<file path="src/ntm_logistic_pkg.sv">
// Shared definitions for the NTM matrix logistic subsystem
// Widths, PLAN sigmoid constants in signed Q4.12, bus structs and FSM states

package ntm_logistic_pkg;

  ////////////////////
  // Widths

  localparam int DATA_W  = 16;
  // Fractional bits, Q4.12
  localparam int FRAC_W  = 12;
  localparam int INDEX_W = 8;

  ////////////////////
  // Base types

  // One matrix element, input x or result y
  typedef logic [DATA_W-1:0]  data_t;
  // Row or column size and index
  typedef logic [INDEX_W-1:0] index_t;

  ////////////////////
  // PLAN constants

  localparam data_t PLAN_ONE = data_t'(1 << FRAC_W);

  // Segment breakpoints on |x|: 1.0, 2.375, 5.0
  localparam data_t PLAN_B1 = data_t'(1 << FRAC_W);
  localparam data_t PLAN_B2 = data_t'(19 << (FRAC_W - 3));
  localparam data_t PLAN_B3 = data_t'(5 << FRAC_W);

  // Segment offsets: 0.5, 0.625, 0.84375
  localparam data_t PLAN_C1 = data_t'(1 << (FRAC_W - 1));
  localparam data_t PLAN_C2 = data_t'(5 << (FRAC_W - 3));
  localparam data_t PLAN_C3 = data_t'(27 << (FRAC_W - 5));

  ////////////////////
  // Structs

  // Matrix dimensions, sampled with START
  typedef struct packed {
    index_t size_i;
    index_t size_j;
  } ntm_logistic_size_t;

  // One result plus its position flags
  typedef struct packed {
    data_t data;
    logic  row_end;
    logic  matrix_end;
  } ntm_logistic_out_t;

  ////////////////////
  // FSM states

  typedef enum logic [1:0] {STARTER, INPUT, ENDER} matrix_state_t;
  typedef enum logic       {IDLE, BUSY} vector_state_t;

endpackage

</file>
<file path="src/ntm_scalar_logistic_function.sv">
`timescale 1ns/100ps
// Scalar logistic unit
// Two-stage PLAN sigmoid on one signed Q4.12 element, shifts and adds only

module ntm_scalar_logistic_function (
  input  logic                    CLK,
  input  logic                    RST,
  input  logic                    in_valid,
  input  ntm_logistic_pkg::data_t x,
  output logic                    out_valid,
  output ntm_logistic_pkg::data_t y
);

  ////////////////////
  // Types and signals

  // Segment code 0 below B1, 1 below B2, 2 below B3, 3 saturated
  typedef struct packed {
    logic                    neg;
    logic [1:0]              seg;
    ntm_logistic_pkg::data_t slope;
  } stage_t;

  ntm_logistic_pkg::data_t mag;
  stage_t                  s1_next;
  stage_t                  s1_q;
  logic                    s1_valid;
  ntm_logistic_pkg::data_t offset;
  ntm_logistic_pkg::data_t sum;

  ////////////////////
  // Stage 1

  // Magnitude, -8.0 gives 0x8000 which still reads as 8.0 unsigned
  assign mag = x[ntm_logistic_pkg::DATA_W-1] ? (~x + 1'b1) : x;

  // Segment select and truncating slope shift
  always_comb begin
    s1_next.neg = x[ntm_logistic_pkg::DATA_W-1];
    if (mag >= ntm_logistic_pkg::PLAN_B3) begin
      s1_next.seg   = 2'd3;
      s1_next.slope = '0;
    end else if (mag >= ntm_logistic_pkg::PLAN_B2) begin
      s1_next.seg   = 2'd2;
      s1_next.slope = mag >> 5;
    end else if (mag >= ntm_logistic_pkg::PLAN_B1) begin
      s1_next.seg   = 2'd1;
      s1_next.slope = mag >> 3;
    end else begin
      s1_next.seg   = 2'd0;
      s1_next.slope = mag >> 2;
    end
  end

  always_ff @(posedge CLK) begin
    s1_q <= s1_next;
  end

  ////////////////////
  // Stage 2

  // Offset per segment, saturation adds a full 1.0 to a zero slope
  always_comb begin
    case (s1_q.seg)
      2'd0:    offset = ntm_logistic_pkg::PLAN_C1;
      2'd1:    offset = ntm_logistic_pkg::PLAN_C2;
      2'd2:    offset = ntm_logistic_pkg::PLAN_C3;
      default: offset = ntm_logistic_pkg::PLAN_ONE;
    endcase
  end

  assign sum = s1_q.slope + offset;

  // Symmetry, sigma(-x) = 1 - sigma(x)
  always_ff @(posedge CLK) begin
    y <= s1_q.neg ? (ntm_logistic_pkg::PLAN_ONE - sum) : sum;
  end

  // Valid pipe
  always_ff @(posedge CLK or posedge RST) begin
    if (RST) begin
      s1_valid  <= 1'b0;
      out_valid <= 1'b0;
    end else begin
      s1_valid  <= in_valid;
      out_valid <= s1_valid;
    end
  end

  ////////////////////
  // Checks

  // Every segment ends at or below 1.0, so the mirror never wraps
  assert property (@(posedge CLK) disable iff (RST)
    out_valid |-> y <= ntm_logistic_pkg::PLAN_ONE)
    else $error("scalar logistic: result is above 1.0");

endmodule

</file>
<file path="src/ntm_vector_logistic_function.sv">
`timescale 1ns/100ps
// Vector logistic controller
// Walks the columns of one row through the scalar unit
// and flags the result of the last column

module ntm_vector_logistic_function (
  input  logic                     CLK,
  input  logic                     RST,
  input  logic                     start,
  input  ntm_logistic_pkg::index_t size_j,
  input  logic                     in_valid,
  input  ntm_logistic_pkg::data_t  data_in,
  output logic                     out_valid,
  output ntm_logistic_pkg::data_t  data_out,
  output logic                     row_done
);

  ////////////////////
  // Signals

  ntm_logistic_pkg::vector_state_t state;

  // Latched row length and count of returned results
  ntm_logistic_pkg::index_t size_j_q;
  ntm_logistic_pkg::index_t col;

  logic accept;
  logic last_col;

  // Scalar unit side
  logic                    scalar_valid;
  ntm_logistic_pkg::data_t scalar_x;
  logic                    scalar_out_valid;
  ntm_logistic_pkg::data_t scalar_y;

  ////////////////////
  // Control

  // First element comes together with start, the rest while busy
  assign accept = in_valid && (start || state == ntm_logistic_pkg::BUSY);

  assign last_col = (col == size_j_q - ntm_logistic_pkg::index_t'(1));

  always_ff @(posedge CLK or posedge RST) begin
    if (RST) begin
      state        <= ntm_logistic_pkg::IDLE;
      size_j_q     <= '0;
      col          <= '0;
      scalar_valid <= 1'b0;
    end else begin
      scalar_valid <= accept;
      if (start) begin
        // New row
        size_j_q <= size_j;
        col      <= '0;
        state    <= ntm_logistic_pkg::BUSY;
      end else if (state == ntm_logistic_pkg::BUSY && scalar_out_valid) begin
        // Count results, not requests
        if (last_col) begin
          col   <= '0;
          state <= ntm_logistic_pkg::IDLE;
        end else begin
          col <= col + ntm_logistic_pkg::index_t'(1);
        end
      end
    end
  end

  // Element register into the scalar unit
  always_ff @(posedge CLK) begin
    if (accept) begin
      scalar_x <= data_in;
    end
  end

  ////////////////////
  // Scalar unit

  ntm_scalar_logistic_function scalar_logistic (
    .CLK       (CLK),
    .RST       (RST),
    .in_valid  (scalar_valid),
    .x         (scalar_x),
    .out_valid (scalar_out_valid),
    .y         (scalar_y)
  );

  // Result goes straight back to the matrix controller
  assign out_valid = scalar_out_valid;
  assign data_out  = scalar_y;
  assign row_done  = scalar_out_valid && state == ntm_logistic_pkg::BUSY && last_col;

  ////////////////////
  // Checks

  // Matrix side must wait for row_done before the next row
  assert property (@(posedge CLK) disable iff (RST)
    start |-> state == ntm_logistic_pkg::IDLE)
    else $error("vector logistic: start received while a row is still busy");

endmodule

</file>
<file path="src/ntm_matrix_logistic_function.sv">
`timescale 1ns/100ps
// Matrix logistic controller
// Walks the rows of a matrix, one element in flight at a time,
// and tags each result with row and matrix end flags

module ntm_matrix_logistic_function (
  input  logic                                 CLK,
  input  logic                                 RST,
  input  logic                                 start,
  input  ntm_logistic_pkg::ntm_logistic_size_t size,
  input  logic                                 data_in_enable,
  input  ntm_logistic_pkg::data_t              data_in,
  output logic                                 data_out_enable,
  output ntm_logistic_pkg::ntm_logistic_out_t  data_out,
  output logic                                 ready
);

  ////////////////////
  // Signals

  ntm_logistic_pkg::matrix_state_t state;

  // Latched dimensions and row position
  ntm_logistic_pkg::ntm_logistic_size_t size_q;
  ntm_logistic_pkg::index_t             row;
  logic                                 col_first;
  logic                                 last_row;

  // Vector controller side
  logic                    vec_start;
  logic                    vec_valid;
  ntm_logistic_pkg::data_t vec_data;
  logic                    vec_out_valid;
  ntm_logistic_pkg::data_t vec_data_out;
  logic                    vec_row_done;

  assign last_row = (row == size_q.size_i - ntm_logistic_pkg::index_t'(1));

  ////////////////////
  // Element FSM

  always_ff @(posedge CLK or posedge RST) begin
    if (RST) begin
      state           <= ntm_logistic_pkg::STARTER;
      size_q          <= '0;
      row             <= '0;
      col_first       <= 1'b0;
      vec_start       <= 1'b0;
      vec_valid       <= 1'b0;
      data_out_enable <= 1'b0;
      ready           <= 1'b0;
    end else begin
      // Strobes default low
      vec_start       <= 1'b0;
      vec_valid       <= 1'b0;
      data_out_enable <= 1'b0;
      ready           <= 1'b0;

      case (state)
        ntm_logistic_pkg::STARTER: begin
          if (start) begin
            size_q    <= size;
            row       <= '0;
            col_first <= 1'b1;
            state     <= ntm_logistic_pkg::INPUT;
          end
        end
        ntm_logistic_pkg::INPUT: begin
          if (data_in_enable) begin
            // Row start rides on the first element
            vec_valid <= 1'b1;
            vec_start <= col_first;
            col_first <= 1'b0;
            state     <= ntm_logistic_pkg::ENDER;
          end
        end
        ntm_logistic_pkg::ENDER: begin
          if (vec_out_valid) begin
            data_out_enable <= 1'b1;
            ready           <= vec_row_done && last_row;
            if (vec_row_done) begin
              col_first <= 1'b1;
              if (last_row) begin
                state <= ntm_logistic_pkg::STARTER;
              end else begin
                row   <= row + ntm_logistic_pkg::index_t'(1);
                state <= ntm_logistic_pkg::INPUT;
              end
            end else begin
              state <= ntm_logistic_pkg::INPUT;
            end
          end
        end
        default: begin
          state <= ntm_logistic_pkg::STARTER;
        end
      endcase
    end
  end

  ////////////////////
  // Payload registers

  always_ff @(posedge CLK) begin
    if (state == ntm_logistic_pkg::INPUT && data_in_enable) begin
      vec_data <= data_in;
    end
    // Flags are only meaningful with data_out_enable
    if (state == ntm_logistic_pkg::ENDER && vec_out_valid) begin
      data_out.data       <= vec_data_out;
      data_out.row_end    <= vec_row_done;
      data_out.matrix_end <= vec_row_done && last_row;
    end
  end

  ////////////////////
  // Vector controller

  ntm_vector_logistic_function vector_logistic (
    .CLK       (CLK),
    .RST       (RST),
    .start     (vec_start),
    .size_j    (size_q.size_j),
    .in_valid  (vec_valid),
    .data_in   (vec_data),
    .out_valid (vec_out_valid),
    .data_out  (vec_data_out),
    .row_done  (vec_row_done)
  );

  ////////////////////
  // Checks

  // No back-pressure, so strobes in the wrong state are lost
  assert property (@(posedge CLK) disable iff (RST)
    data_in_enable |-> state == ntm_logistic_pkg::INPUT)
    else $warning("matrix logistic: element strobe outside INPUT was dropped");

  assert property (@(posedge CLK) disable iff (RST)
    start |-> state == ntm_logistic_pkg::STARTER)
    else $warning("matrix logistic: START outside STARTER was dropped");

  assert property (@(posedge CLK) disable iff (RST)
    start |-> (size.size_i != '0 && size.size_j != '0))
    else $error("matrix logistic: zero matrix size given with START");

endmodule

</file>
<file path="src/ntm_logistic_top.sv">
`timescale 1ns/100ps
// NTM logistic top level
// Element-wise sigmoid over a matrix, external strobe interface

module ntm_logistic_top (
  input  logic                                 CLK,
  input  logic                                 RST,

  // Control
  input  logic                                 START,
  input  ntm_logistic_pkg::ntm_logistic_size_t SIZE,
  output logic                                 READY,

  // Element in
  input  logic                                 DATA_IN_ENABLE,
  input  ntm_logistic_pkg::data_t              DATA_IN,

  // Result out, four cycles after the accepted element
  output logic                                 DATA_OUT_ENABLE,
  output ntm_logistic_pkg::ntm_logistic_out_t  DATA_OUT
);

  ////////////////////
  // Matrix controller

  ntm_matrix_logistic_function matrix_logistic (
    .CLK             (CLK),
    .RST             (RST),
    .start           (START),
    .size            (SIZE),
    .data_in_enable  (DATA_IN_ENABLE),
    .data_in         (DATA_IN),
    .data_out_enable (DATA_OUT_ENABLE),
    .data_out        (DATA_OUT),
    .ready           (READY)
  );

endmodule

</file>
<file path="config.mk">
export PLATFORM = sky130hd
export DESIGN_NAME = ntm_logistic_top
export DESIGN_NICKNAME = d
export VERILOG_FILES = /design/src/ntm_logistic_pkg.sv /design/src/ntm_scalar_logistic_function.sv /design/src/ntm_vector_logistic_function.sv /design/src/ntm_matrix_logistic_function.sv /design/src/ntm_logistic_top.sv
export SDC_FILE = /design/constraint.sdc
export NUM_CORES = 1
export LEC_CHECK = 0
export ABC_CLOCK_PERIOD_IN_PS = 3500
export BUFFER_PORTS_ARGS = -buffer_cell sky130_fd_sc_hd__buf_2
export CAP_MARGIN = 10
export CELL_PAD_IN_SITES_DETAIL_PLACEMENT = 0
export CELL_PAD_IN_SITES_GLOBAL_PLACEMENT = 2
export CORE_ASPECT_RATIO = 1.75
export CORE_MARGIN = 3
export CORE_UTILIZATION = 40
export CTS_CLUSTER_DIAMETER = 50
export DETAILED_ROUTE_END_ITERATION = 8
export HOLD_SLACK_MARGIN = 0.05
export PLACE_DENSITY = 0.77
export SLEW_MARGIN = 40
export SYNTH_ARGS = -nofsm -noshare
export SYNTH_HDL_FRONTEND = slang
export SYNTH_SLANG_ARGS = --single-unit
export TNS_END_PERCENT = 10
</file>
<file path="constraint.sdc">
create_clock -name CLK -period 3.5 [get_ports CLK]
set_input_delay 0 -clock CLK [delete_from_list [all_inputs] [get_ports CLK]]
set_output_delay 0 -clock CLK [all_outputs]
set_load 0.1 [all_outputs]
</file>
**Yosys cells after proc, flatten, opt, wreduce, memory -nomap -nowiden**

Cells that the tools add are included.

- Bits in registers: 136
- Input port bits: 36

- Add/subtract/negate cells: 7
- Magnitude comparators: 3
- Equality and inequality tests: 11
- Mux-type cells: 35
- Bitwise gates (word level): 1
- Reduce and logical (&&, ||, !) cells: 20

Operators with widths:

| cell | count |
|---|---|
| $mux 8 | 7 |
| $pmux 13 s3 | 1 |
| $mux 17 | 2 |
| $mux 16 | 2 |
| $mux 1 | 17 |
| $add 16x1->16 const B | 1 |
| $add 16x13->16 | 1 |
| $add 8x1->8 const B | 2 |
| $eq 8x8->1 | 2 |
| $ge 16x13->1 const B | 1 |
| $ge 16x14->1 const B | 1 |
| $ge 16x15->1 const B | 1 |
| $not 16->16 | 1 |
| $pmux 8 s2 | 1 |
| $sub 13x16->16 const A | 1 |
| $sub 8x1->8 const B | 2 |
| $reduce_and 5->1 | 2 |
| $ne 2x2->1 const B | 4 |
| $logic_and 1x1->1 | 6 |
| $mux 2 | 3 |
| $pmux 2 s3 | 1 |
| $reduce_bool 2->1 | 3 |
| $eq 2x1->1 const B | 2 |
| $eq 2x2->1 const B | 2 |
| other kinds (9) | 11 |

**Depth between registers and ports, before layout**

Gate-level depths: netlist of the first run.

- Depth in word-level cells: 6
- Mapped depth: 10
- Mapped depth without buffers: 9

**By module**

A second synthesis of the first run with hierarchy kept.

- Cell total of the unflattened synthesis: 563
- Area, all modules: 6247.2 um2

By module, submodules not included:

| module | times used | cells each | area an instance (um2) |
|---|---|---|---|
| ntm_matrix_logistic_function | 1 | 203 | 2548.7 |
| ntm_scalar_logistic_function | 1 | 236 | 2122.0 |
| ntm_vector_logistic_function | 1 | 124 | 1576.5 |

**Worst setup path after synthesis of the first run**

OpenSTA, ideal clock, no wires.

- Path kind: reg-to-reg
- Start point: reg matrix_logistic.size_q[8] (netlist name)
- End point: reg matrix_logistic.row[2]
- Library setup time: 0.131 ns
- Arrival: 2.483 ns
- Data required time: 3.369 ns
- Path slack: 0.886 ns
- Cell stages (with the launch flop): 10
- Buffers on the path: 0
- Clock period less this slack: 2.614 ns
- Path through: dfrtp_1 -> inv_1 -> ha_1 -> or3b_1 -> or4_1 -> a211o_1 -> a211oi_4 -> nor4b_1 -> xnor2_1 -> nor2_1

- Longest elaborated chain between the ends: 4

Ends and longest elaborated chain:

| what | line | RTL |
|---|---|---|
| start: declaration | ntm_matrix_logistic_function.sv:24 | `ntm_logistic_pkg::ntm_logistic_size_t size_q;` |
| start signal: assignment | ntm_matrix_logistic_function.sv:62 | `size_q <= size;` |
| $sub 8x1->8 | ntm_matrix_logistic_function.sv:37 | `assign last_row = (row == size_q.size_i - ntm_logistic_pkg::index_t'(1));` |
| $eq 8x8->1 | ntm_matrix_logistic_function.sv:37 |  |
| $ne 2x2->1 (no line) | - |  |
| $reduce_and 5->1 (no line) | - |  |
| end signal: assignment | ntm_matrix_logistic_function.sv:86 | `row <= row + ntm_logistic_pkg::index_t'(1);` |
| end: declaration | ntm_matrix_logistic_function.sv:25 | `ntm_logistic_pkg::index_t row;` |

Every way passes these cells.
A chain may end at the register's enable or synchronous reset.

**Worst setup path after layout of the first run**

- Start point: reg matrix_logistic.vector_logistic.scalar_x[3]
- End point: reg matrix_logistic.vector_logistic.scalar_logistic.s1_q[0] (netlist name)

- Longest elaborated chain between the ends: 6
- Elaborated cells on any way between the ends: 8
- Those cells by class: add/sub: 1; order compare: 3; mux: 3; bitwise: 1

Ends and longest elaborated chain:

| what | line | RTL |
|---|---|---|
| start: declaration | ntm_vector_logistic_function.sv:32 | `ntm_logistic_pkg::data_t scalar_x;` |
| start signal: assignment | ntm_vector_logistic_function.sv:72 | `scalar_x <= data_in;` |
| $not 16->16 | ntm_scalar_logistic_function.sv:35 | `assign mag = x[ntm_logistic_pkg::DATA_W-1] ? (~x + 1'b1) : x;` |
| $add 16x1->16 | ntm_scalar_logistic_function.sv:35 |  |
| $mux 16 * | ntm_scalar_logistic_function.sv:35 |  |
| $ge 16x13->1 | ntm_scalar_logistic_function.sv:46 | `end else if (mag >= ntm_logistic_pkg::PLAN_B1) begin` |
| $mux 17 | ntm_scalar_logistic_function.sv:46 |  |
| $mux 17 | ntm_scalar_logistic_function.sv:43 | `end else if (mag >= ntm_logistic_pkg::PLAN_B2) begin` |
| end signal: assignment | ntm_scalar_logistic_function.sv:56 | `s1_q <= s1_next;` |
| end: declaration | ntm_scalar_logistic_function.sv:26 | `stage_t s1_q;` |

Every way passes the cells marked *; elsewhere a longest branch is shown, timed or not.

==> metrics.md, run 1 <==
| Metric | Value |
|---|---|
| TNS Setup | 0 ns |
| Status | finished, final reports clean |
| CTS max path bufs | 2 |
| Antenna violation net count after detailed routing | 0 |
| Post-synthesis sequential area ratio | 56.1% |
| Chip Width | 99.6 um |
| Clock sink count | 134 |
| # nets final | 670 |
| Via density | 5.18 |
| Netlist cell types | 75 |
| Arr. time, crit path | 3.26 ns |
| Hold Violations, Final | 0 |
| Crit end category | register |
| Via count | 4239 |
| Largest net degree at the start of global routing | 52 |
| Skew final | 0.00931 ns |
| First-pass GRT wire length | 19300 um |
| CORE AREA | 14900 sq um |
| Die Height | 170 um |
| Type of the worst setup path | register to register |
| Drt pass-1 iters | 4 |
| Power density over the cells | 800 nW/um^2 |
| DP HPWL | 8030 um |
| Cts repair resizes | 0 |
| Clock transition at path regs | 0.06 ns |
| # setup viols final | 0 |
| Initial DRC Count | 111 |
| CTS root buffer | clkbuf_16 |
| Max Fclk | 0.342 GHz |
| Skew-Pair Late Insertion Delay | 0.41 ns |
| Initial antenna violation count | 0 |
| Most frequent cells in the layout | buf_2 (55), dfrtp_1 (51), edfxtp_1 (50), nand2_1 (40), xnor2_1 (37) |
| Relative slew slack | 47.3% |
| Remaining DRCs | 0 |
| Initial core utilization | 41.1% |
| Maximum vdd drop | 0.327 mV |
| Critical path fanouts, max | 8 |
| Gr ovfl total | 0 |
| Critical Path Start Type | register |
| CTS buffer count | 17 |
| Yosys top cell area share | 24.5% |
| Hold crit path type | input port to asynchronous set/reset pin |
| WHS | 0.261 ns |
| Rows | 59 |
| Fin crit period | 2.93 ns |
| EDFF count, synth | 50 |
| Gate Count Post-Synth | 527 |
| Leakage | 3.05 nW |
| Layout cell share with drive strength beyond 1 | 21.1% |
| Synth warn | 0 |
| RSZ-0062 raised after global routing | no |
| Clock H-tree levels | 4 |
| Area grow syn2layout | 23.0% |
| Slew @ Worst Pin | 0.789 ns |
| Top cells by area, synth | edfxtp_1 (24%), dfrtp_1 (21%), dfxtp_1 (11%), xnor2_1 (5.3%), mux2_2 (4.4%) |
| CTS tree | built |
| I/O pins | 56 |
| Max-cap viol count | 0 |
| Final Max Tran Viols | 0 |
| Commonest non-fill, non-tap cell in the layout | buf_2 |
| Period Utilization, post-route | 83.6% |
| R2R depth | 7 |
| Syn_area_per_cell | 11.6 sq um |
| WP data required | 3.83 ns |
| Post-Syn Area | 6130 sq um |
| Port Buffers | 55 |
| ANT cells | 0 |
| Full die area | 16900 sq um |
| #FFs+latches synth | 134 |
| Primary FF master, synth | dfrtp_1 |
| Yosys top cell by area | edfxtp_1 |
| Gp weighted congestion | 0.809 |
| Core occupancy in the finished layout | 50.6% |
| Wire per inst | 14.1 um |
| Postcts setup bufs | 0 |
| All-Layer GR Usage | 14.3% |
| Async SR Flop Fraction | 38.1% |
| Total wire length | 11600 um |
| Vias in the first global route | 4255 |
[path summary, 6_finish.rpt]
kind	start	endpoint	slack, ns
min reg2reg	matrix_logistic.vector_logistic.scalar_valid$_DFF_PP0_	register	0.35
min	RST	matrix_logistic.size_q[8]$_DFFE_PP0P_	0.26
max in group asynchronous	RST	matrix_logistic.vector_logistic.col[0]$_DFFE_PP0P_	2.81
min in group CLK	DATA_IN[9]	matrix_logistic.vec_data[9]$_DFFE_PP_	0.30
max reg2reg	matrix_logistic.vector_logistic.scalar_x[3]$_DFFE_PP_	register	0.57
max	matrix_logistic.vector_logistic.scalar_x[3]$_DFFE_PP_	register	0.57
[through the flow]
step | instance area (sq um) | power [mW] | setup WS [ns] | std cells
finish | 7540 | 6.03 | 0.574 | 819
global route | 7540 | 6.44 | 0.369 | 819
CTS | 7540 | 6.11 | 0.598 | 819
detailed placement | 6590 | 4.28 | 0.629 | 752
global placement | 6590 | 4.23 | 0.714 | 752
floorplan | 6140 | 3.90 | 0.886 | 529
[timing repair]
action | CTS | global route
setup endpoints to repair | 0 | 0
hold buffers | 35 | 0
hold endpoints to repair | 86 | 0
[layer usage]
layer  vias up  track usage [%]  part of all wire [%]
met2        63             25.9                    54
met4         0             6.72                   1.9
met5         -                0                     0
met1      2032             15.4                    41
met3        17             3.37                   2.7
li1       2127                -                     -
[synthesized netlist by cell type (all sizes together) (4+ instances only)]
master and n:
a21oi 11, inv 20, nand3 7, or3 5, nand4 5, nor3 9, o21ai 29, xor2 16
nor3b 5, nor4 12, and3 9, ha 11, nand2 41, a31oi 6, clkbuf 16, dfxtp 33
mux2i 7, edfxtp 50, o31ai 5, o22ai 12, mux2 24, or4 4, xnor2 37, and2 6
nand2b 9, nor2b 6, nor2 25, dfrtp 51
[state kept, by name (all words and copies together), names as in the netlist, 2 cells and up]
| name | cells |
|---|---|
| matrix_logistic.state | 2 |
| matrix_logistic.vector_logistic.scalar_x | 16 |
| matrix_logistic.data_out | 18 |
| matrix_logistic.vector_logistic.scalar_logistic.s1_q | 17 |
| matrix_logistic.vector_logistic.col | 8 |
| matrix_logistic.vector_logistic.size_j_q | 8 |
| matrix_logistic.size_q | 16 |
| matrix_logistic.vec_data | 16 |
| matrix_logistic.row | 8 |
| matrix_logistic.vector_logistic.scalar_logistic.y | 16 |
[kinds of logic (layout without fill, tap and decap cells)]
logic type	after synthesis	count (layout)	synth area share, %
compound gates	97	97	11.1
xor+xnor	53	53	7.57
fa+ha+maj	11	11	2.24
buf+inv	39	146	2.65
flops	134	134	56.1
mux	31	31	5.55
other cells	1	3	0.0612
simple gates	161	161	14.8
[critical path, stage by stage, from the launching register on]
cell and delay [ns]:
edfxtp_1 0.48, nor4_4 0.51, nand4_2 0.23, and4_1 0.25
or4_1 0.60, nand2_2 0.26, mux2_2 0.37, o22ai_1 0.15
[power breakdown]
part	switching, mW	leakage [nW]	internal, mW
logic	0.959	1.38	0.824
registers	0.356	1.38	2.13
clock network	0.705	0.292	1.06
[final cells by class]
class	count	area (sq um)
Fill cell	1366	7370
Sequential cell	134	3440
Tap cell	183	229
Timing Repair Buffer	94	656
Clock buffer	19	464
Multi-Input combinational cell	356	2540
Clock inverter	13	131
Inverter	20	77.6
Note: power is estimated with default switching activity, not from simulation.
==> inputs of run 2 (changes only) <==
--- a/config.mk
+++ b/config.mk
@@ -5,7 +5,7 @@
 export SDC_FILE = /design/constraint.sdc
 export NUM_CORES = 1
 export LEC_CHECK = 0
-export ABC_CLOCK_PERIOD_IN_PS = 3500
+export ABC_CLOCK_PERIOD_IN_PS = 2700
 export BUFFER_PORTS_ARGS = -buffer_cell sky130_fd_sc_hd__buf_2
 export CAP_MARGIN = 10
 export CELL_PAD_IN_SITES_DETAIL_PLACEMENT = 0
==> constraint.sdc (replaced) <==
create_clock -name CLK -period 2.7 [get_ports CLK]
set_input_delay 0 -clock CLK [delete_from_list [all_inputs] [get_ports CLK]]
set_output_delay 0 -clock CLK [all_outputs]
set_load 0.1 [all_outputs]
==> run 2 against run 1 <==
Flip-flop and latch count stayed put; hold slack got worse by 0.022 ns; register-to-register slack worse by 0.47 ns; first-iteration DRC count increased by 16%; critical path depth rose by 3; sequential power grew 28%; fmax is 13% higher; cell count grew 3.1%; sequential share of layout area fell by 1.3 points; die area unchanged.
==> metrics.md, run 2 (same netlist as run 1, synthesis figures left out) <==
| Metric | Value |
|---|---|
| Status | finished, final reports clean (unchanged) |
| Wire per inst | 14.1 um (about the same) |
| Initial core utilization | 41.1% (unchanged) |
| Fin crit period | 2.60 ns (was 2.93 ns) |
| Pint | 5.31 mW (was 4.01 mW) |
| Seq pwr share | 39.9% (was 41.2%) |
| Critical Path Start Type | register (unchanged) |
| Switching Share | 33.5% (about the same) |
| CTS buffer count | 17 (unchanged) |
| Chip Width | 99.6 um (unchanged) |
| Slew @ Worst Pin | 0.735 ns (was 0.789 ns) |
| Max Fclk | 0.385 GHz (was 0.342 GHz) |
| Clock H-tree levels | 4 (unchanged) |
| Skew final | 0.0123 ns (was 0.00931 ns) |
| CTS max path bufs | 2 (unchanged) |
| Maximum vdd drop | 0.459 mV (was 0.327 mV) |
| Area grow syn2layout | 26.5% (was 23.0%) |
| RSZ-0062 raised after global routing | yes (was no) |
| Reg-to-reg slack, setup | 0.10 ns (was 0.57 ns) |
| Most frequent cells in the layout | buf_2 (55), dfrtp_1 (51), edfxtp_1 (50), nand2_1 (40), xnor2_1 (37) (unchanged) |
| Commonest non-fill, non-tap cell in the layout | buf_2 (unchanged) |
| Biggest regs | matrix_logistic.data_out (18), matrix_logistic.vector_logistic.scalar_logistic.s1_q (17) (unchanged) |
| I/O pins | 56 (unchanged) |
| Vias in the first global route | 4425 (was 4255) |
| # setup viols final | 0 (unchanged) |
| Final Max Tran Viols | 0 (unchanged) |
| Crit end category | register (unchanged) |
| CTS root buffer | clkbuf_16 (unchanged) |
| Total power | 7.98 mW (was 6.03 mW) |
| DP HPWL | 8290 um (was 8030 um) |
| Largest net degree at the start of global routing | 52 (unchanged) |
| Period Utilization, post-route | 96.1% (was 83.6%) |
| Drt pass-1 iters | 4 (unchanged) |
| Rows | 59 (unchanged) |
| Clk pwr share | 28.2% (was 29.2%) |
| Gr ovfl total | 0 (unchanged) |
| Relative slew slack | 50.9% (was 47.3%) |
| First-pass GRT wire length | 20100 um (was 19300 um) |
| CTS tree | built (unchanged) |
| # nets final | 695 (was 670) |
| Die Height | 170 um (unchanged) |
| WP data required | 3.02 ns (was 3.83 ns) |
| Via count | 4392 (was 4239) |
| Antenna violation net count after detailed routing | 0 (unchanged) |
| Largest register FFs | 18 (unchanged) |
| Critical path fanouts, max | 3 (was 8) |
| Initial DRC Count | 129 (was 111) |
| CORE AREA | 14900 sq um (unchanged) |
| Comb pwr share | 32.0% (was 29.6%) |
| Arr. time, crit path | 2.92 ns (was 3.26 ns) |
| FF-to-FF Start | matrix_logistic.size_q[9]$_DFFE_PP0P_ (was matrix_logistic.vector_logistic.scalar_x[3]$_DFFE_PP_) |
| Skew-Pair Late Insertion Delay | 0.42 ns (was 0.41 ns) |
| Port Buffers | 55 (unchanged) |
| Hold Violations, Final | 0 (unchanged) |
| Initial antenna violation count | 0 (unchanged) |
| All-Layer GR Usage | 14.8% (was 14.3%) |
| Full die area | 16900 sq um (unchanged) |
| Gp weighted congestion | 0.806 (was 0.809) |
| Type of the worst setup path | register to register (unchanged) |
| ANT cells | 0 (unchanged) |
| Power density over the cells | 1030 nW/um^2 (was 800 nW/um^2) |
| Largest Register | matrix_logistic.data_out (unchanged) |
| Via density | 5.20 (was 5.18) |
| Leakage | 3.16 nW (was 3.05 nW) |
| Worst Setup SP | matrix_logistic.size_q[9]$_DFFE_PP0P_ (was matrix_logistic.vector_logistic.scalar_x[3]$_DFFE_PP_) |
| Clock transition at path regs | 0.06 ns (about the same) |
| TNS Setup | 0 ns (unchanged) |
| Sw power | 2.67 mW (was 2.02 mW) |
| Hold crit path type | input port to asynchronous set/reset pin (unchanged) |
| Layout cell share with drive strength beyond 1 | 24.4% (was 21.1%) |
| Clock sink count | 134 (unchanged) |
| Total wire length | 11900 um (was 11600 um) |
| Max-cap viol count | 0 (unchanged) |
| Remaining DRCs | 0 (unchanged) |
## run 2: worst max-delay path: stages (launching register included)
cell and delay [ns]:
dfrtp_1 0.39, inv_1 0.08, ha_1 0.15, or3b_1 0.37, or4_1 0.48, a211o_1 0.34
a211oi_4 0.20, buf_4 0.17, nor2_2 0.04, a2bb2oi_1 0.15, o22ai_1 0.16
## run 2: cell type report
class | instances | area [sq um]
Clock buffer | 17 | 425
Clock inverter | 15 | 155
Fill cell | 1340 | 7160
Inverter | 20 | 77.6
Multi-Input combinational cell | 356 | 2590
Sequential cell | 134 | 3440
Tap cell | 183 | 229
Timing Repair Buffer | 119 | 843
## run 2: worst paths after layout
check                                                                endpoint  depth (start not counted)
max                                        matrix_logistic.row[1]$_DFFE_PP0P_                         10
min                                     matrix_logistic.size_q[1]$_DFFE_PP0P_                          3
max reg2reg                                matrix_logistic.row[1]$_DFFE_PP0P_                         10
min reg2reg                                                          register                          0
max in group asynchronous  matrix_logistic.vector_logistic.col[4]$_DFFE_PP0P_                          3
min in group CLK                        matrix_logistic.vec_data[8]$_DFFE_PP_                          2
## run 2: what timing repair did
item                                    CTS  global route
hold buffers                             35             0
hold endpoints to repair                 86             0
buffers inserted                          0             1
resized for setup                         0             6
endpoints found under the setup margin    0            25
## run 2: layer usage
metal  vias to the layer above  global-route usage [%]  routed length, um
met3                        20                    3.25                382
met1                      2121                    15.7               4860
met2                        82                    27.5               6450
li1                       2169                       -                  -
met5                         -                       0                  0
met4                         0                    6.42                215
## run 2: power groups by stage
stage / registers, mW / logic [mW] / clock network, mW
global route: 3.27 / 2.86 / 2.39
global placement: 3.19 / 2.40 / 0
floorplan: 3.21 / 1.85 / 0
finish: 3.18 / 2.55 / 2.25
CTS: 3.19 / 2.51 / 2.31
detailed placement: 3.22 / 2.46 / 0
## run 2: through the flow
stage / setup slack (ns) / instances / instance area [sq um] / utilization, % / hold WS, ns
after floorplan: 0.0858 / 529 / 6140 / - / 0.0989
after global placement: 0.112 / 776 / 6770 / 45.4 / 0.176
after detailed placement: 0.0578 / 776 / 6770 / 45.4 / 0.142
after CTS: 0.0332 / 843 / 7700 / 51.7 / 0.260
after global routing: -0.0698 / 844 / 7750 / 52.0 / 0.286
final: 0.105 / 844 / 7750 / 52.0 / 0.238
